**src/common/rv_pkg.sv**
```systemverilog
`default_nettype none

package rv_pkg;

    localparam int xlen = 32; // Data and address width

    typedef logic [xlen-1:0] word_t;
    typedef logic [4:0]      reg_addr_t;

    // Major opcodes of the supported subset
    typedef enum logic [6:0] {
        op_reg   = 7'b0110011, // Register-register ALU class
        op_imm   = 7'b0010011, // Register-immediate ALU class
        op_load  = 7'b0000011,
        op_store = 7'b0100011
    } opcode_e;

    typedef enum logic [3:0] {
        alu_add  = 4'd0,
        alu_sub  = 4'd1,
        alu_sll  = 4'd2,
        alu_slt  = 4'd3,
        alu_sltu = 4'd4,
        alu_xor  = 4'd5,
        alu_srl  = 4'd6,
        alu_sra  = 4'd7,
        alu_or   = 4'd8,
        alu_and  = 4'd9
    } alu_op_e;

    // funct7 value that turns add into sub and srl into sra
    localparam logic [6:0] funct7_alt = 7'b0100000;

    // funct3 codes of the ALU classes
    localparam logic [2:0] f3_add_sub = 3'b000;
    localparam logic [2:0] f3_sll     = 3'b001;
    localparam logic [2:0] f3_slt     = 3'b010;
    localparam logic [2:0] f3_sltu    = 3'b011;
    localparam logic [2:0] f3_xor     = 3'b100;
    localparam logic [2:0] f3_srl_sra = 3'b101;
    localparam logic [2:0] f3_or      = 3'b110;
    localparam logic [2:0] f3_and     = 3'b111;

    // funct3 of lw and sw, the only sizes handled
    localparam logic [2:0] f3_word    = 3'b010;

endpackage

`default_nettype wire

```
**src/memory/fetch_unit.sv**
```systemverilog
`default_nettype none

module fetch_unit #(
    parameter int unsigned imem_words = 64
) (
    input  wire logic                          CLK,
    input  wire logic                          RST,
    input  wire logic                          run,
    input  wire logic                          load_en,
    input  wire logic [$clog2(imem_words)-1:0] load_addr,
    input  wire rv_pkg::word_t                 load_data,
    output rv_pkg::word_t                      instr,
    output rv_pkg::word_t                      retire_pc
);

    localparam int unsigned imem_aw = $clog2(imem_words);

    // Byte address of the last word, where the PC wraps
    localparam rv_pkg::word_t last_pc = rv_pkg::word_t'((imem_words - 1) * 4);

    rv_pkg::word_t pc;
    rv_pkg::word_t pc_next;
    rv_pkg::word_t imem [imem_words];

    assign pc_next = (pc == last_pc) ? '0 : pc + rv_pkg::word_t'(4);

    assign instr = imem[pc[imem_aw+1:2]]; // Word index of the PC

    always_ff @(posedge CLK) begin
        if (RST) begin
            pc <= '0;
        end else if (run) begin
            pc <= pc_next;
        end
    end

    // Program load port, used while run is low
    always_ff @(posedge CLK) begin
        if (load_en) begin
            imem[load_addr] <= load_data;
        end
    end

    // PC of the instruction that just executed
    always_ff @(posedge CLK) begin
        if (run) begin
            retire_pc <= pc;
        end
    end

endmodule

`default_nettype wire

```
**config.mk**
```make
export PLATFORM = sky130hd
export DESIGN_NAME = fetch_unit
export DESIGN_NICKNAME = d
export VERILOG_FILES = /design/src/common/rv_pkg.sv /design/src/memory/fetch_unit.sv
export SDC_FILE = /design/constraint.sdc
export NUM_CORES = 2
export LEC_CHECK = 0
export BUFFER_PORTS_ARGS = -buffer_cell sky130_fd_sc_hd__buf_4
export CAP_MARGIN = 20
export CORE_ASPECT_RATIO = 1.25
export CORE_MARGIN = 8
export CORE_UTILIZATION = 48
export CTS_CLUSTER_DIAMETER = 150
export DETAILED_ROUTE_END_ITERATION = 6
export PLACE_DENSITY = 0.69
export SLEW_MARGIN = 20
export SYNTH_ARGS = -nofsm -noshare
export SYNTH_HDL_FRONTEND = slang
export SYNTH_SLANG_ARGS = --single-unit
```
**constraint.sdc**
```tcl
create_clock -name CLK -period 3.8 [get_ports CLK]
set_input_delay 0.38 -clock CLK [delete_from_list [all_inputs] [get_ports CLK]]
set_output_delay 0.38 -clock CLK [all_outputs]
set_load 0.005 [all_outputs]
```
After elaboration in Yosys (flattened, before gate mapping)
Memory sizes are Yosys's and may differ from the RTL's. A register that Yosys moved wholly into a read port is not among the register bits.
Index checks and enable logic that the tools add are counted.
Word-level totals
  bits in registers: 64
  memory bits (read-only): 0
  bits in latches: 0
  bits of input ports: 42
  RAM bits: 2048
  memories kept: 1
Memory list
  imem: words 64, bits a word 32, rd ports 1, clocked after Yosys merged registers in 1, wr ports 1, line fetch_unit.sv:23  | rv_pkg::word_t imem [imem_words];
Operators by class
  div/mod/pow operators: 0
  equal/unequal tests: 1
  $add $sub $neg: 1
  shift-type cells: 0
  reductions and logical operators: 0
  multipliers: 0
  order comparisons: 0
  muxes and demuxes: 5
  bitwise operators: 0
Operators with widths (count)
  32-bit by 3-bit adder with 32-bit output (second input constant): 1
  32-bit by 8-bit equality test with 1-bit output (second input constant): 1
  32-bit two-way mux: 1
  6-bit two-way mux: 2
  1-bit two-way mux: 2

Longest topological paths before layout
  word-level depth: 4
  depth in mapped cells: 11

Worst setup path after synthesis
Ideal clock, no wire load.
  kind: input -> register
  from: input port load_addr[5]
  to: memory imem[48][0] (netlist bit) (enable)
  data required time: 3.339 ns
  arrival time: 3.256 ns
  path slack: 0.083 ns
  stages: 4
  cell sequence: clkbuf_1 nand3_1 or3_1 nor3_1
RTL lines
  from (decl): line fetch_unit.sv:10  | input wire logic [$clog2(imem_words)-1:0] load_addr,
  to (decl): line fetch_unit.sv:23
Straight into the memory's write port.

==> reports/qor.csv <==
metric,value,unit
drc,0,
clock_skew,8.26,ps
seqPwrFrac,54.5,%
cp_max_fo,15,
p_leak,0.0283,uW
ys_seq_area_share,78.2,%
synth.cell_area,80700,um2
critPathKind,register to output pin,
yosys.area.top_type,edfxtp_1,
grt_overflow,0,
io_pins,106,
synthToLayoutAreaGrowth,15.1,%
multi_input_area,17200,um2
final_max_slew_viol_count,0,
dieArea,182000,um2
wirelength,201,mm
hpwlAfterDp,110,mm
cts-root-buf,clkbuf_16,
synthTopCellsByArea,"edfxtp_1, mux4_2, mux2i_1, dfxtp_1, o22ai_1",
setup_tns,0,ps
powerDensity,510,nW/um2
end_kind,output pin,
yosys_warnings,0,
clk_pin_slew,60,ps
start_util,48.2,%
fill_cells,12300,
cp_data_arrival_time,3420,ps
hp-start,load_data[26],
combPwrFrac,6.2,%
start_kind,register,
grt_pass1_wl,285,mm
first_pass_iters,6,
required,3420,ps
r2r-start,pc[2],
core,167000,um2
clockPowerShare,39.3,%
fin_crit,3800,ps
rows,168,
r2r_slack,1330,ps
io_buffers,103,
cts_tree,built,
status,finished clean,
cts_buffer_depth,3,
internal_power,37300,uW
synth_top_area_share,77.4,%
hp-class,input pin to register,
netlist-cell-type-count,58,
stdcell_count,6315,
clock_latency,830,ps
seq_area,63100,um2
grt.met2_usage,36.0,%
setup_viol,0,
dieWidth,383,um
grt_pass1_vias,39900,
viasPerCell,6.28,
drive_above_1_share,31.2,%
grt_use_total,21.7,%
gp_congestion,0.819,
whs_path_depth,1,
vias,39700,
r2r_cells,6,
power,47400,uW
switching_share,21.2,%
die-height,474,um
hold_violations,0,
met1_usage,29.9,%
ys_seq_elements,2114,
max_freq,0.263,GHz
ant_nets,0,
busiest_layer,met2,
slew_headroom,40.8,%
drt_iter0_drc,4673,
place_inst,5904,
postSynthAreaPerCell,22.6,um2
h-tree-depth,4,
syn_inst,3573,
numCtsBuffers,196,
use_met3,3.34,%
nets,3991,
clock-sinks,2114,
power_switching,10000,uW
synth-async-reset-ratio,0,%
synth_edf_count,2078,
cap_violations,0,
worst_pin_slew,886,ps
avgRoutedWirePerCell,31.8,um
vdd.ir_drop.worst,0.464,mV
final.period_utilization,99.9,%
synthFlopType,edfxtp_1,
grt_max_degree,73,
antenna_found_initial,3,
## cell usage in the layout, fill, tap and decap left out, types with 21 or more instances in the layout
cell and count:
mux4_2 494, a22oi_1 31, nor4_1 21, clkbuf_16 203, o22ai_1 72, dfxtp_1 30, edfxtp_1 2078, clkinv_1 39
buf_4 306, buf_12 34, clkbuf_1 54, mux2i_1 134, nand2_1 26, clkinv_2 30, nor2_1 67, nor2_4 64
a21oi_1 26
## cell families (layout without fill, tap and decap cells)
| family | count (synthesis) | in the layout | synth area share (%) |
|---|---|---|---|
| simple gates | 310 | 310 | 1.88 |
| buf+inv | 203 | 730 | 1.55 |
| compound gates | 280 | 280 | 2.43 |
| xor+xnor | 25 | 25 | 0.271 |
| mux | 639 | 639 | 15.6 |
| other cells | 1 | 6 | 0.00465 |
| fa+ha+maj | 1 | 1 | 0.0155 |
| flops | 2114 | 2114 | 78.2 |
## registers in the layout, summed over array words and instances (netlist names), named ones only
signal,cells
imem,2048
pc,30
retire_pc,30
## metrics by stage
stage                     util (%)  hold WS (ps)  setup slack [ps]  instance area [um2]
after floorplan                  -           452              82.9                80700
after global placement        51.1           471              38.3                85500
after detailed placement      51.1           479               278                85600
after CTS                     55.3          12.4             -48.8                92500
after global routing          55.5          65.3             -87.2                92900
final                         55.5          70.5              4.56                92900
## layer usage
layer,vias up,wire (um)
li1,16000,-
met1,21300,76100
met2,2087,99700
met3,322,18700
met4,0,6000
met5,-,0
## Yosys cell counts, types with 9 or more instances
cell      number
o211a_1        9
a221oi_1      16
xnor2_1       18
buf_1          9
o22ai_1       91
nor2_1       134
nand2_1       26
mux2i_1      137
o22a_1        11
o21ai_0        9
edfxtp_1    2078
buf_4         34
o221ai_1      11
a21oi_1       35
dfxtp_1       36
o21a_1        12
nor4_1        29
buf_6         28
clkbuf_1      54
nor2b_1       17
nand4_1       10
buf_2         64
mux4_2       494
nor3_1        31
nand3_1       18
a22oi_1       31
o21ai_1       16
## worst max-delay path, cell delays in order (launching register included)
cell and delay (ps):
dfxtp_4 430, buf_12 190, buf_12 190, mux4_2 510, mux2_2 290, a221oi_1 580
nor3_1 190, buf_4 180
## final cells by class
| type | count | share of cell area (%) |
|---|---|---|
| Clock buffer | 256 | 5.64 |
| Inverter | 7 | 0.0283 |
| Antenna cell | 4 | 0.0108 |
| Multi-Input combinational cell | 1257 | 18.6 |
| Sequential cell | 2114 | 68.0 |
| Timing Repair Buffer | 372 | 3.97 |
| Tap cell | 2210 | 2.98 |
| Clock inverter | 95 | 0.839 |
## power by group through the flow
stage	Clock, uW	Sequential (uW)	Combinational (uW)
finish	18600	25800	2910
global route	19700	25800	3080
detailed placement	0	26300	2700
global placement	0	26300	2660
floorplan	0	26300	1620
CTS	18800	25800	2900
## final timing paths
check	end
hold reg to reg	retire_pc[31]
hold / removal	imem[39][26]
setup / recovery	instr[5]
setup reg to reg	pc[5]
## timing repair
action                                  4_1_cts  5_1_grt
hold endpoints to repair                      2        0
hold buffers                                  1        0
buffers inserted                             34       14
endpoints found under the setup margin       32       27
cloned                                        4        3
gates resized for setup                      88       30
pin swaps                                     3        2
Power figures use the tool's default switching activity.
