**config.mk**
```make
export PLATFORM = sky130hd
export DESIGN_NAME = data_mem_flat
export DESIGN_NICKNAME = d
export VERILOG_FILES = /design/src/common/rv_pkg.sv /design/src/common/cpu_ctrl_if.sv /design/src/memory/data_mem.sv /design/src/flat_wrapper.sv
export SDC_FILE = /design/constraint.sdc
export NUM_CORES = 2
export LEC_CHECK = 0
export BUFFER_PORTS_ARGS = -buffer_cell sky130_fd_sc_hd__buf_2
export CORE_MARGIN = 2
export CORE_UTILIZATION = 57
export CTS_BUF_LIST = sky130_fd_sc_hd__clkbuf_4
export CTS_CLUSTER_SIZE = 16
export DETAILED_ROUTE_END_ITERATION = 16
export HOLD_SLACK_MARGIN = 0.1
export PLACE_DENSITY_LB_ADDON = 0.08
export SETUP_SLACK_MARGIN = 0.1
export SYNTH_ARGS = -nofsm -noshare
export SYNTH_HDL_FRONTEND = slang
export SYNTH_SLANG_ARGS = --single-unit
export TNS_END_PERCENT = 10
```
**constraint.sdc**
```tcl
create_clock -name CLK -period 5.2 [get_ports CLK]
set_input_delay 1.04 -clock CLK [delete_from_list [all_inputs] [get_ports CLK]]
set_output_delay 1.04 -clock CLK [all_outputs]
set_load 0.02 [all_outputs]
```
**src/common/rv_pkg.sv**
```systemverilog
`default_nettype none

package rv_pkg;

    localparam int xlen = 32; // Data and address width

    typedef logic [xlen-1:0] word_t;
    typedef logic [4:0]      reg_addr_t;

    // Major opcodes of the supported subset
    typedef enum logic [6:0] {
        op_reg   = 7'b0110011, // Register-register ALU class
        op_imm   = 7'b0010011, // Register-immediate ALU class
        op_load  = 7'b0000011,
        op_store = 7'b0100011
    } opcode_e;

    typedef enum logic [3:0] {
        alu_add  = 4'd0,
        alu_sub  = 4'd1,
        alu_sll  = 4'd2,
        alu_slt  = 4'd3,
        alu_sltu = 4'd4,
        alu_xor  = 4'd5,
        alu_srl  = 4'd6,
        alu_sra  = 4'd7,
        alu_or   = 4'd8,
        alu_and  = 4'd9
    } alu_op_e;

    // funct7 value that turns add into sub and srl into sra
    localparam logic [6:0] funct7_alt = 7'b0100000;

    // funct3 codes of the ALU classes
    localparam logic [2:0] f3_add_sub = 3'b000;
    localparam logic [2:0] f3_sll     = 3'b001;
    localparam logic [2:0] f3_slt     = 3'b010;
    localparam logic [2:0] f3_sltu    = 3'b011;
    localparam logic [2:0] f3_xor     = 3'b100;
    localparam logic [2:0] f3_srl_sra = 3'b101;
    localparam logic [2:0] f3_or      = 3'b110;
    localparam logic [2:0] f3_and     = 3'b111;

    // funct3 of lw and sw, the only sizes handled
    localparam logic [2:0] f3_word    = 3'b010;

endpackage

`default_nettype wire

```
**src/common/cpu_ctrl_if.sv**
```systemverilog
`default_nettype none

// Decoded control bundle, decoder to datapath
interface cpu_ctrl_if;

    rv_pkg::reg_addr_t rs1_addr;
    rv_pkg::reg_addr_t rs2_addr;
    rv_pkg::reg_addr_t rd_addr;
    logic              rd_we;     // Never set for x0
    rv_pkg::alu_op_e   alu_op;
    logic              use_imm;   // Operand B from imm
    rv_pkg::word_t     imm;       // Sign-extended I or S immediate
    logic              mem_read;  // Write-back from memory
    logic              mem_write;

    modport decoder (
        output rs1_addr, rs2_addr, rd_addr, rd_we,
        output alu_op, use_imm, imm,
        output mem_read, mem_write
    );

    modport regs (
        input rs1_addr, rs2_addr, rd_addr, rd_we, mem_read
    );

    modport exec (
        input alu_op, use_imm, imm
    );

    modport mem (
        input mem_read, mem_write
    );

endinterface

`default_nettype wire

```
**src/memory/data_mem.sv**
```systemverilog
`default_nettype none

module data_mem #(
    parameter int unsigned dmem_words = 64
) (
    input  wire logic          CLK,
    input  wire logic          run,
    cpu_ctrl_if.mem            ctrl,
    input  wire rv_pkg::word_t addr,       // Byte address from the ALU
    input  wire rv_pkg::word_t store_data,
    output rv_pkg::word_t      load_data
);

    localparam int unsigned dmem_aw = $clog2(dmem_words);

    rv_pkg::word_t             mem [dmem_words];
    logic [dmem_aw-1:0]        word_idx;

    // Byte offset bits and bits above the depth are ignored
    assign word_idx = addr[dmem_aw+1:2];

    assign load_data = ctrl.mem_read ? mem[word_idx] : '0; // Quiet when not loading

    always_ff @(posedge CLK) begin
        if (run && ctrl.mem_write) begin
            mem[word_idx] <= store_data;
        end
    end

endmodule

`default_nettype wire

```
**src/flat_wrapper.sv**
```systemverilog
// flat-port wrapper written by rule: the top's interface ports become plain ports
module data_mem_flat 
#(
    parameter int unsigned dmem_words = 64
)
  (CLK, run, addr, store_data, load_data, ctrl_mem_read, ctrl_mem_write);
  cpu_ctrl_if ctrl_i ();
  input  wire logic CLK;
  input  wire logic run;
  input  wire rv_pkg::word_t addr;
  input  wire rv_pkg::word_t store_data;
  output rv_pkg::word_t load_data;
  input wire logic [$bits(ctrl_i.mem_read)-1:0] ctrl_mem_read;
  input wire logic [$bits(ctrl_i.mem_write)-1:0] ctrl_mem_write;
  assign ctrl_i.mem_read = ctrl_mem_read;
  assign ctrl_i.mem_write = ctrl_mem_write;
  data_mem #(.dmem_words(dmem_words)) u_core (.CLK(CLK), .run(run), .ctrl(ctrl_i), .addr(addr), .store_data(store_data), .load_data(load_data));
endmodule
```
After elaboration in Yosys (flattened, before gate mapping)
Memory sizes are Yosys's and may differ from the RTL's.
Cells that the tools add are included.
- multiplexer cells: 3
- reductions and logical operators: 1
- operator list (cell ; count):
    32-bit two-way mux ; 1
    1-bit two-way mux ; 2
    1-bit logical AND ; 1
- bits in registers: 0
- memory bits (writable): 2048
- output and inout bits: 32
- word-level logic and storage cells: 5
- memories kept: 1
- memories (name ; depth ; bits a word ; rd ports ; clocked after Yosys merged registers in ; wr ports ; RTL line ; text):
    u_core.mem ; 64 ; 32 ; 1 ; 0 ; 1 ; data_mem.sv:16 ; rv_pkg::word_t mem [dmem_words];

Depth between registers and ports, before layout
- depth in word-level cells: 3
- mapped depth: 10
- gate-level depth less buffers: 6

Least setup slack after synthesis
No wires, ideal clock.
- kind: input -> register
- start point: input addr[4]
- end point: memory u_core.mem[11][0] (netlist name), enable pin
- arrival: 3.607 ns
- data required time: 4.779 ns
- path slack: 1.172 ns
- stages on the path: 8
- path through: buf_4 -> buf_6 -> buf_4 -> buf_2 -> buf_2 -> nor2_1 -> nand2_1 -> nor2_1
- RTL lines (element ; RTL line ; text):
    from (decl) ; flat_wrapper.sv:10 ; input wire rv_pkg::word_t addr;
    to (decl) ; data_mem.sv:16 ;
Straight into the memory's write port.

Worst setup path after layout
- start point: input addr[3]
- end point: output load_data[19]
- word-level cells in the longest chain between the ends: 2
- RTL lines (element ; RTL line ; text):
    memory read 64 x 32 bit ; - ;
    32-bit two-way mux ; data_mem.sv:22 ; assign load_data = ctrl.mem_read ? mem[word_idx] : '0;
    to (decl) ; flat_wrapper.sv:12 ; output rv_pkg::word_t load_data;
No other way between the ends.

==> impl_metrics.csv <==
group,metric,value,unit
status,status,"complete, no violations",
timing,slew_headroom,0.158,
synthesis,ys_seq_elements,2048,
timing,fmax,199,MHz
floorplan,rows,135,
placement,gp_congestion,0.842,
placement,pre_cts_ws,255,ps
flow_run,cap_violations,0,
timing,finalCritPeriodShare,0.966,
layout,top_register,"u_core.mem",
synthesis,synth_top_area_cell,"edfxtp_1",
critical_path,worstSetupPathType,"in -> out",
routing,routed_wl,227000,um
synthesis,synth_top_area_share,0.786,
global_routing,grt_overflow_total,0,
global_routing,track_usage,0.321,
layout,biggestRegsByFlops,"u_core.mem (2048)",
floorplan,start_util,0.576,
layout,final_layout_size_suffix_gt1_frac,0.257,
power_and_ir_drop,p_per_area,375,mW/mm^2
synthesis,netlist-cell-type-count,53,
global_routing,grt_max_degree,88,
power_and_ir_drop,power.leakage,29.0,nW
floorplan,core,0.136,sq mm
synthesis,syn-cell-area,0.0783,sq mm
routing,firstDrtPassIters,6,
synthesis,synth_ff_type,"edfxtp_1",
placement,io_buffers,73,
clocking,clk_pin_slew,60,ps
routing,viasPerCell,6.73,
floorplan,dieWidth,375,um
clocking,cts.sinks,2048,
floorplan,die_area,0.140,sq mm
routing,drtIter0Drc,6186,
routing,post-route-drc-count,0,
synthesis,synthTopCellsByArea,"edfxtp_1 79%, a221oi_1 4.6%, mux2i_1 2.6%",
clocking,numCtsBuffers,543,
clocking,htree_num_levels,6,
min_path,hp-class,"in -> reg",
power_and_ir_drop,power,33.4,mW
synthesis,postSynthCellCount,4408,
layout,final_nets,5031,
power_and_ir_drop,irDropWorstVdd,0.256,mV
timing,rsz0062_at_grt,"false",
placement,postPlaceCellArea,0.0828,sq mm
clocking,root_buffer,"clkbuf_4",
placement,dpl.cell_count,6198,
synthesis,yosysSeqAreaShare,0.786,
floorplan,io-pin-count,100,
floorplan,die_h,375,um
layout,stdcell_count,7062,
synthesis,synth-edff-count,2048,
critical_path,cp_max_fo,37,
timing,hold_viol_final,0,
clocking,clockBufferDepth,4,
global_routing,antenna_found_initial,18,
timing,min_period,5020,ps
layout,largest_reg_flops,2048,
critical_path,worstSetupStartpointType,"input pin",
critical_path,crit_arrival,3980,ps
timing,fin_ws,178,ps
clocking,cts_setup_buffers,0,
global_routing,grt_pass1_wl,321000,um
timing,setup_viol,0,
routing,wl_per_cell,32.1,um
timing,tns,0,ps
timing,worst-slew-pin-transition,1260,ps
layout,areaGrowthSynthToFinish,13.7,%
clocking,tritoncts,"done",
critical_path,critPathRequiredTime,4160,ps
synthesis,syn_area_per_cell,17.8,sq um
routing,vias,47500,
global_routing,grt_pass1_vias,46100,
synthesis,syn_nets,4476,
synthesis,ys_warn_count,0,
routing,postRouteAntennaNets,0,
placement,dpl.hpwl,129000,um
timing,finalMaxSlewViolations,0,
layout,stdcell_area,0.0890,sq mm
synthesis,synthArstFlopShare,0,
critical_path,end_kind,"output pin",
[kinds of logic (layout without fill, tap and decap cells)]
family	count (synthesis)	count (layout)	synth area share
mux	278	278	0.0394
other cells	0	7	0
simple gates	499	499	0.0268
compound gates	1237	1237	0.126
flops	2048	2048	0.786
buf+inv	346	1212	0.0222
[final cells by class]
type / instances / area (sq um)
Sequential cell: 2048 / 61500
Fill cell: 9555 / 47000
Multi-Input combinational cell: 2014 / 15600
Clock buffer: 764 / 5740
Timing Repair Buffer: 353 / 3410
Tap cell: 1781 / 2230
Clock inverter: 92 / 489
Inverter: 3 / 21.3
Antenna cell: 7 / 17.5
[where the power goes]
part           total (mW)  switching, mW  leakage [nW]  internal, mW
sequential           18.2         0.0151          18.4          18.2
clock                13.1           6.18          3.77          6.93
combinational        2.00           1.42          6.84         0.584
[cells in the final DEF, fill, tap and decap left out, drive strengths merged, types with 16 or more instances in the layout]
cell type     n
a21oi        80
mux2i       201
o22ai        46
a22oi       222
a221o        56
o221ai       19
mux4         16
clkinv       69
o31a         30
edfxtp     2048
nand4        16
a22o         70
buf         352
o211ai       47
nand3        18
nor2        323
o21ai       152
inv          19
nand2        90
a221oi      463
a31oi        16
mux2         61
clkbuf      764
[Yosys cell counts, drive strengths merged (18+ instances only)]
| library cell | count |
|---|---|
| edfxtp | 2048 |
| a221oi | 463 |
| nor2 | 323 |
| a22oi | 222 |
| mux2i | 201 |
| buf | 191 |
| clkbuf | 152 |
| o21ai | 152 |
| nand2 | 90 |
| a21oi | 80 |
| a22o | 70 |
| mux2 | 61 |
| a221o | 56 |
| o211ai | 47 |
| o22ai | 46 |
| o31a | 30 |
| o221ai | 19 |
| nand3 | 18 |
[worst paths after layout]
path / from / end / slack [ps] / depth (start not counted)
max: addr[3] / load_data[19] / 180 / 9
min: store_data[11] / u_core.mem[48][11] / 210 / 1
[layer usage]
layer,global-route usage,vias to the layer above,part of all wire
li1,-,19900,-
met1,0.460,24200,0.40
met2,0.484,3115,0.47
met3,0.0847,350,0.12
met4,0.102,0,0.022
met5,0,-,0
[repair_timing]
item	in CTS	in global routing
gates resized for setup	0	1
endpoints found under the setup margin	0	1
hold buffers	1	0
hold endpoints to repair	1	0
[metrics by stage]
stage / utilization / hold WS, ps
6_report: 0.655 / 207
5_1_grt: 0.655 / 140
3_5_place_dp: 0.609 / 1430
2_1_floorplan: - / 1140
4_1_cts: 0.655 / 105
3_3_place_gp: 0.609 / 1430
[worst max-delay path, stage by stage]
cell     delay [ps]
buf_8           310
buf_12          300
buf_4           310
mux2i_1         300
o22ai_1         120
o21ai_0         330
nand4_1         400
o31a_1          550
buf_2           220
Note: power is estimated with default switching activity, not from simulation.
