## src/common/rv_pkg.sv

```systemverilog
`default_nettype none

package rv_pkg;

    localparam int xlen = 32; // Data and address width

    typedef logic [xlen-1:0] word_t;
    typedef logic [4:0]      reg_addr_t;

    // Major opcodes of the supported subset
    typedef enum logic [6:0] {
        op_reg   = 7'b0110011, // Register-register ALU class
        op_imm   = 7'b0010011, // Register-immediate ALU class
        op_load  = 7'b0000011,
        op_store = 7'b0100011
    } opcode_e;

    typedef enum logic [3:0] {
        alu_add  = 4'd0,
        alu_sub  = 4'd1,
        alu_sll  = 4'd2,
        alu_slt  = 4'd3,
        alu_sltu = 4'd4,
        alu_xor  = 4'd5,
        alu_srl  = 4'd6,
        alu_sra  = 4'd7,
        alu_or   = 4'd8,
        alu_and  = 4'd9
    } alu_op_e;

    // funct7 value that turns add into sub and srl into sra
    localparam logic [6:0] funct7_alt = 7'b0100000;

    // funct3 codes of the ALU classes
    localparam logic [2:0] f3_add_sub = 3'b000;
    localparam logic [2:0] f3_sll     = 3'b001;
    localparam logic [2:0] f3_slt     = 3'b010;
    localparam logic [2:0] f3_sltu    = 3'b011;
    localparam logic [2:0] f3_xor     = 3'b100;
    localparam logic [2:0] f3_srl_sra = 3'b101;
    localparam logic [2:0] f3_or      = 3'b110;
    localparam logic [2:0] f3_and     = 3'b111;

    // funct3 of lw and sw, the only sizes handled
    localparam logic [2:0] f3_word    = 3'b010;

endpackage

`default_nettype wire

```

## src/common/cpu_ctrl_if.sv

```systemverilog
`default_nettype none

// Decoded control bundle, decoder to datapath
interface cpu_ctrl_if;

    rv_pkg::reg_addr_t rs1_addr;
    rv_pkg::reg_addr_t rs2_addr;
    rv_pkg::reg_addr_t rd_addr;
    logic              rd_we;     // Never set for x0
    rv_pkg::alu_op_e   alu_op;
    logic              use_imm;   // Operand B from imm
    rv_pkg::word_t     imm;       // Sign-extended I or S immediate
    logic              mem_read;  // Write-back from memory
    logic              mem_write;

    modport decoder (
        output rs1_addr, rs2_addr, rd_addr, rd_we,
        output alu_op, use_imm, imm,
        output mem_read, mem_write
    );

    modport regs (
        input rs1_addr, rs2_addr, rd_addr, rd_we, mem_read
    );

    modport exec (
        input alu_op, use_imm, imm
    );

    modport mem (
        input mem_read, mem_write
    );

endinterface

`default_nettype wire

```

## src/verilog/alu.sv

```systemverilog
`default_nettype none

module alu (
    cpu_ctrl_if.exec           ctrl,
    input  wire rv_pkg::word_t rs1_data,
    input  wire rv_pkg::word_t rs2_data,
    output rv_pkg::word_t      result
);

    rv_pkg::word_t op_b;
    logic [4:0]    shamt;

    assign op_b  = ctrl.use_imm ? ctrl.imm : rs2_data;
    assign shamt = op_b[4:0]; // Only the low five bits shift

    always_comb begin
        case (ctrl.alu_op)
            rv_pkg::alu_add: begin
                result = rs1_data + op_b;
            end
            rv_pkg::alu_sub: begin
                result = rs1_data - op_b;
            end
            rv_pkg::alu_sll: begin
                result = rs1_data << shamt;
            end
            rv_pkg::alu_slt: begin
                result = {31'd0, $signed(rs1_data) < $signed(op_b)};
            end
            rv_pkg::alu_sltu: begin
                result = {31'd0, rs1_data < op_b};
            end
            rv_pkg::alu_xor: begin
                result = rs1_data ^ op_b;
            end
            rv_pkg::alu_srl: begin
                result = rs1_data >> shamt;
            end
            rv_pkg::alu_sra: begin
                result = rv_pkg::word_t'($signed(rs1_data) >>> shamt); // Keeps sign
            end
            rv_pkg::alu_or: begin
                result = rs1_data | op_b;
            end
            rv_pkg::alu_and: begin
                result = rs1_data & op_b;
            end
            default: begin
                result = rs1_data + op_b;
            end
        endcase
    end

endmodule

`default_nettype wire

```

## src/flat_wrapper.sv

```systemverilog
// flat-port wrapper written by rule: the top's interface ports become plain ports
module alu_flat 
  (rs1_data, rs2_data, result, ctrl_alu_op, ctrl_use_imm, ctrl_imm);
  cpu_ctrl_if ctrl_i ();
  input  wire rv_pkg::word_t rs1_data;
  input  wire rv_pkg::word_t rs2_data;
  output rv_pkg::word_t result;
  input wire logic [$bits(ctrl_i.alu_op)-1:0] ctrl_alu_op;
  input wire logic [$bits(ctrl_i.use_imm)-1:0] ctrl_use_imm;
  input wire logic [$bits(ctrl_i.imm)-1:0] ctrl_imm;
  assign ctrl_i.alu_op = ctrl_alu_op;
  assign ctrl_i.use_imm = ctrl_use_imm;
  assign ctrl_i.imm = ctrl_imm;
  alu u_core (.ctrl(ctrl_i), .rs1_data(rs1_data), .rs2_data(rs2_data), .result(result));
endmodule
```

## config.mk

```make
export PLATFORM = sky130hd
export DESIGN_NAME = alu_flat
export DESIGN_NICKNAME = d
export VERILOG_FILES = /design/src/common/rv_pkg.sv /design/src/common/cpu_ctrl_if.sv /design/src/verilog/alu.sv /design/src/flat_wrapper.sv
export SDC_FILE = /design/constraint.sdc
export NUM_CORES = 1
export LEC_CHECK = 0
export BUFFER_PORTS_ARGS = -buffer_cell sky130_fd_sc_hd__buf_2
export CAP_MARGIN = 10
export CELL_PAD_IN_SITES_DETAIL_PLACEMENT = 0
export CELL_PAD_IN_SITES_GLOBAL_PLACEMENT = 1
export CORE_ASPECT_RATIO = 2
export CORE_MARGIN = 2
export CORE_UTILIZATION = 47
export DETAILED_ROUTE_END_ITERATION = 10
export PLACE_DENSITY_LB_ADDON = 0.25
export SYNTH_ARGS = -nofsm -noshare
export SYNTH_HDL_FRONTEND = slang
export SYNTH_SLANG_ARGS = --single-unit
```

## constraint.sdc

```tcl
create_clock -name vclk -period 30
set_input_delay 9 -clock vclk [all_inputs]
set_output_delay 9 -clock vclk [all_outputs]
set_load 0.005 [all_outputs]
```

### Word level (Yosys, flattened, before mapping)

Cells that the tools add are included.

* $add $sub $neg: 2
* order comparisons: 2
* eq/ne operators: 9
* shifts and indexed selects: 3
* multiplexer cells: 2
* bitwise gates (word level): 3

Operators by type and width (count)
* one-hot mux 32 bit (9 select lines): 1
* less-than comparator 32 bit: 2
* adder 32 bit: 1
* bitwise AND 32 bit: 1
* two-way mux 32 bit: 1
* OR 32 bit: 1
* << shifter 32 x 5 -> 32 bit: 1
* >> shifter 32 x 5 -> 32 bit: 1
* >>> shifter 32 x 5 -> 32 bit: 1
* subtractor 32 bit: 1
* bitwise XOR 32 bit: 1
* == test 4 x 3 -> 1 bit, second input constant: 4
* == test 4 x 2 -> 1 bit, second input constant: 2
* == test 4 bit, second input constant: 2
* == test 4 x 1 -> 1 bit, second input constant: 1

* flip-flop bits (word level): 0
* input bits: 101

### Longest topological paths before layout

Gate-level depths: netlist of the first run.

* depth in word-level cells: 3
* depth in mapped cells: 19

### Least setup slack after synthesis of the first run

Ideal clock, no wire load.

* path type: input-to-output
* from: in ctrl_use_imm
* to: out result[23]
* arrival time: 12841 ps
* data required time: 21000 ps
* setup slack: 8159 ps
* stages on the path: 17
* path buffers: 6
* cell sequence: buf_6 > buf_2 > mux2i_1 > clkbuf_1 > clkbuf_1 > clkbuf_1 > buf_1 > ha_1 > nor3_1 > o311ai_1 > a31oi_1 > a21o_1 > a21oi_1 > o31a_1 > a221o_1 > o21ai_0 > o2111ai_1

* word-level cells in the longest chain between the ends: 3

RTL lines
* start: declaration: line flat_wrapper.sv:9 `input wire logic [$bits(ctrl_i.use_imm)-1:0] ctrl_use_imm;`
* two-way mux 32 bit (*): line alu.sv:13 `assign op_b = ctrl.use_imm ? ctrl.imm : rs2_data;`
* adder 32 bit (tied with other cells): line alu.sv:19, alu.sv:49
* one-hot mux 32 bit (9 select lines) (*): line alu.sv:17 `case (ctrl.alu_op)`
* end: declaration: line flat_wrapper.sv:7 `output rv_pkg::word_t result;`

Mark *: on every way between the ends. The rest lies on a longest branch, timed or not.

### Worst setup path after layout of the first run

* from: in ctrl_use_imm
* to: out result[30]

The elaborated chain is that of the path after synthesis.

==> flow_metrics.env, run 1 <==
export IMPL_maxSlewHeadroom_pct=27.8
export IMPL_maxCapViolCount=0
export IMPL_start_util_pct=47.7
export IMPL_dieHeight_um=204
export IMPL_fin_nets=1638
export IMPL_grt_pass1_wl_um=70800
export IMPL_arrival_ps=14120
export IMPL_syn_area_um2=9410
export IMPL_nClkBuffers=0
export IMPL_rows=73
export IMPL_drt_iter0_drc=1388
export IMPL_fin_cells=1699
export IMPL_post_dp_hpwl_um=36500
export IMPL_rsz0062_at_grt="no"
export IMPL_post_route_min_period_ps=23120
export IMPL_dr_pass1_iters=6
export IMPL_port_buffers=133
export IMPL_critPathCaptureType="primary output"
export IMPL_holdWs_ps=18730
export IMPL_cp_max_fo=55
export IMPL_ios=133
export IMPL_ys_top_cells_by_count="nand2_1, nor2_1, a21oi_1"
export IMPL_synth_distinct_cells=86
export IMPL_vias=12100
export IMPL_routed_wl_um=47300
export IMPL_hold_viol_final=0
export IMPL_grt_max_degree=58
export IMPL_hold_path_class="in2out"
export IMPL_synth_nets=1596
export IMPL_critPathTopFamily="buffers and inverters"
export IMPL_synth_cells=1396
export IMPL_grt_overflow_total=0
export IMPL_yosysTopAreaCell="ha_1"
export IMPL_postCtsSetupBuffers=0
export IMPL_hold_buffers=0
export IMPL_dp_cells=1698
export IMPL_slowest_delay_ps=590
export IMPL_period_share_pct=77.1
export IMPL_startpoint_type="input pin"
export IMPL_maxSlewViolCount=0
export IMPL_gp_congestion=1.11
export IMPL_die_area_um2=21200
export IMPL_worst_slew_pin_slew_ps=1080
export IMPL_setup_viol=0
export IMPL_gr_usage_all_layers_pct=43.1
export IMPL_path_cells="buf_2 -> buf_4 -> mux2i_4 -> buf_4 -> inv_6 -> ha_1 -> inv_1 -> fa_1 -> nor2b_1 -> o2111ai_1 -> a21oi_1 -> or4_1 -> a31oi_1 -> a21oi_1 -> a21boi_0 -> o221a_2 -> o211ai_1 -> buf_2"
export IMPL_status="finished, final reports clean"
export IMPL_slowest_stage="or4_1"
export IMPL_critPathBufInv=6
export IMPL_synth_area_per_cell_um2=6.74
export IMPL_cts_resized=0
export IMPL_wire_per_inst_um=27.8
export IMPL_ys_seq_area_share_pct=0
export IMPL_die_w_um=104
export IMPL_design_core_area_um2=19700
export IMPL_regArea_um2=0
export IMPL_avgViaCountPerCell=7.14
export IMPL_areaGrowthSynthToFinish_pct=7.51
export IMPL_ys_warn_count=0
export IMPL_drc=0
export IMPL_drive_gt1_share_pct=15.0
export IMPL_max_freq_ghz=0.0432
export IMPL_yosysMostFrequentCell="nand2_1"
export IMPL_cp_data_required_time_ps=21000
export IMPL_fillers=2139
export IMPL_seq_cell_count=0
export IMPL_synth_area_leaders="ha_1, mux2i_1, mux4_2, nand2_1, a21oi_1"
export IMPL_crit_type="in2out"
export IMPL_first_global_vias=11500
export IMPL_postRouteAntennaNets=0
export IMPL_yosysTopAreaCellShare_pct=12.9
export IMPL_totalNegativeSetupSlack_ps=0
export IMPL_antenna_found_initial=2
==> worst paths after layout <==
path	from	slack, ps	cells after the start	end
worst max-delay path	ctrl_use_imm	6880	18	result[30]
worst min-delay path	rs2_data[11]	18730	7	result[11]
==> cell usage in the layout, fill, tap and decap left out, types with 11 or more instances in the layout <==
cell / netlist / final
a211oi_1: 32 / 32
a21o_1: 15 / 15
a21oi_1: 117 / 117
a221oi_1: 23 / 23
a22oi_1: 14 / 14
a31oi_1: 34 / 34
and2_1: 12 / 12
and3_1: 12 / 12
buf_2: 22 / 133
buf_4: 6 / 20
ha_1: 97 / 97
inv_1: 93 / 92
mux2i_1: 107 / 105
mux4_2: 28 / 28
nand2_1: 159 / 159
nand3_1: 43 / 43
nor2_1: 118 / 118
nor2b_1: 11 / 11
nor3_1: 34 / 33
nor4_1: 11 / 11
o211ai_1: 26 / 26
o21ai_0: 81 / 81
o21bai_1: 12 / 12
o221ai_1: 13 / 13
o22ai_1: 16 / 16
o31ai_1: 14 / 14
==> per-layer routing <==
layer	routed length [um]	up-vias	GRT usage, %	share of wire [%]
met2	22300	848	72.5	47
li1	-	5362	-	-
met4	4420	0	31.4	9.3
met1	15900	5704	49.2	34
met3	4570	222	6.73	9.7
met5	0	-	0	0
==> worst min-delay path, stage by stage <==
cell and delay (ps):
buf_2 70, mux2i_1 90, ha_1 190, nor2_1 90
a221oi_1 80, nand4_1 80, buf_2 110
==> through the flow <==
step	setup slack [ps]	cell area (um2)	util, %
6_report	6880	10100	51.3
5_1_grt	6550	10100	51.3
4_1_cts	7010	10100	51.3
3_5_place_dp	7020	10100	51.3
3_3_place_gp	7080	10100	51.3
2_1_floorplan	8160	9410	-
==> logic make-up (layout without fill, tap and decap cells) <==
family / count (synthesis) / count (layout) / share of synthesized area [%]
AO/OA/AOI/OAI: 489 / 489 / 35.2
XOR/XNOR: 3 / 3 / 0.279
adder cells (fa/ha/maj): 99 / 99 / 13.3
buffers and inverters: 208 / 248 / 9.16
multiplexers: 144 / 144 / 19.7
other: 0 / 1 / 0
AND/OR/NAND/NOR: 453 / 453 / 22.4
==> final cells by class <==
type | count | area, um2 | area share, %
well taps | 262 | 328 | 3.24
multi-input cells | 1188 | 8610 | 85.1
inverters | 95 | 364 | 3.60
repair buffers | 153 | 816 | 8.06
diodes | 1 | 2.50 | 0.0247
==> run 2, diff against run 1 <==
- CORE_UTILIZATION: 47 -> 40
- clock period: 30 -> 18.9 ns (I/O delays scaled with it)
==> flow_metrics.env, run 2 (synthesis results as in run 1) <==
export IMPL_rows=79
export IMPL_status="finished, final reports clean"
export IMPL_period_share_pct=84.5
export IMPL_vias=12000
export IMPL_peakVddDrop_mv=0.0275
export IMPL_cp_max_fo=50
export IMPL_grt_overflow_total=0
export IMPL_dr_pass1_iters=5
export IMPL_met2_usage_pct=66.1
export IMPL_postRouteAntennaNets=0
export IMPL_fin_nets=1643
export IMPL_antenna_found_initial=0
export IMPL_fin_cells=1724
export IMPL_gr_usage_all_layers_pct=37.4
export IMPL_worst_slew_pin_slew_ps=1160
export IMPL_first_global_vias=11300
export IMPL_areaGrowthSynthToFinish_pct=8.16
export IMPL_maxCapViolCount=0
export IMPL_seq_cell_count=0
export IMPL_start_util_pct=40.5
export IMPL_post_dp_hpwl_um=38600
export IMPL_placed_area_um2=10200
export IMPL_hold_buffers=0
export IMPL_hold_viol_final=0
export IMPL_die_area_um2=24800
export IMPL_drc=0
export IMPL_totalNegativeSetupSlack_ps=0
export IMPL_drt_iter0_drc=1195
export IMPL_design_core_area_um2=23200
export IMPL_top_usage_layer="met2"
export IMPL_maxSlewHeadroom_pct=22.3
export IMPL_postCtsSetupBuffers=0
export IMPL_final_cell_mix="nand2_1, buf_2, nor2_1"
export IMPL_die_w_um=112
export IMPL_cts_resized=0
export IMPL_wire_per_inst_um=28.5
export IMPL_grt_max_degree=58
export IMPL_maxSlewViolCount=0
export IMPL_critPathCaptureType="primary output"
export IMPL_post_route_min_period_ps=15970
export IMPL_use_met3_pct=2.30
export IMPL_startpoint_type="input pin"
export IMPL_p_per_area_nw_per_um2=39.9
export IMPL_gp_congestion=1.05
export IMPL_dieHeight_um=221
export IMPL_cp_data_required_time_ps=13230
export IMPL_design_area_um2=10200
export IMPL_hold_path_class="in2out"
export IMPL_grt_pass1_wl_um=71800
export IMPL_avgViaCountPerCell=6.95
export IMPL_p_total_w=0.000406
export IMPL_dp_cells=1723
export IMPL_max_freq_ghz=0.0626
export IMPL_drive_gt1_share_pct=15.3
export IMPL_ios=133
export IMPL_setup_viol=0
export IMPL_crit_type="in2out"
export IMPL_routed_wl_um=49100
export IMPL_antenna_cells=0
export IMPL_mostFrequentLayoutCell="nand2_1"
export IMPL_use_met1_pct=44.1
export IMPL_rsz0062_at_grt="no"
export IMPL_arrival_ps=10300
export IMPL_regArea_um2=0
export IMPL_port_buffers=133
export IMPL_final_util_pct=43.8
export IMPL_nClkBuffers=0
export IMPL_leakage_nw=4.53
run 2: cell count changes in the layout (fill, tap and decap cells not counted), sizes merged:
cell,before,now
clkbuf,0,1
diode,1,0
buf,153,157
run 2: path summary, 6_finish.rpt:
check                        start         end  slack (ps)  cells past startpoint
worst max-delay path  ctrl_use_imm  result[31]        2930                     16
worst min-delay path   rs1_data[0]   result[0]       12120                      5
run 2: power breakdown:
part	switching [W]	leakage [nW]	internal (W)
logic	0.000266	4.53	0.000140
clock network	0	0	0
registers	0	0	0
run 2: layer usage:
metal / wire length [um] / vias up
met1: 17600 / 5846
met3: 3200 / 156
li1: - / 5370
met4: 3770 / 0
met5: 0 / -
met2: 24500 / 611
run 2: through the flow:
stage	setup slack (ps)	hold slack, ps
finish	2930	12120
global route	2740	12140
CTS	3020	12110
detailed placement	3050	12110
global placement	3090	12090
floorplan	3720	11660
run 2: area by class of cell:
type / instances / area (um2)
Inverter: 95 / 364
Multi-Input combinational cell: 1188 / 8610
Timing Repair Buffer: 158 / 853
Fill cell: 2588 / 13100
Tap cell: 283 / 354
run 2: critical path: stages:
cell      delay (ps)
buf_2            290
mux2i_4          610
buf_4            590
inv_2             80
buf_4            370
ha_1             320
a21oi_1          190
a211oi_1         110
o21ai_0          320
a211oi_1         230
nor2_1           390
o31a_1           300
a21oi_1           90
or3_1            310
a31oi_1          230
buf_2            150
Note: power is estimated with default switching activity, not from simulation.
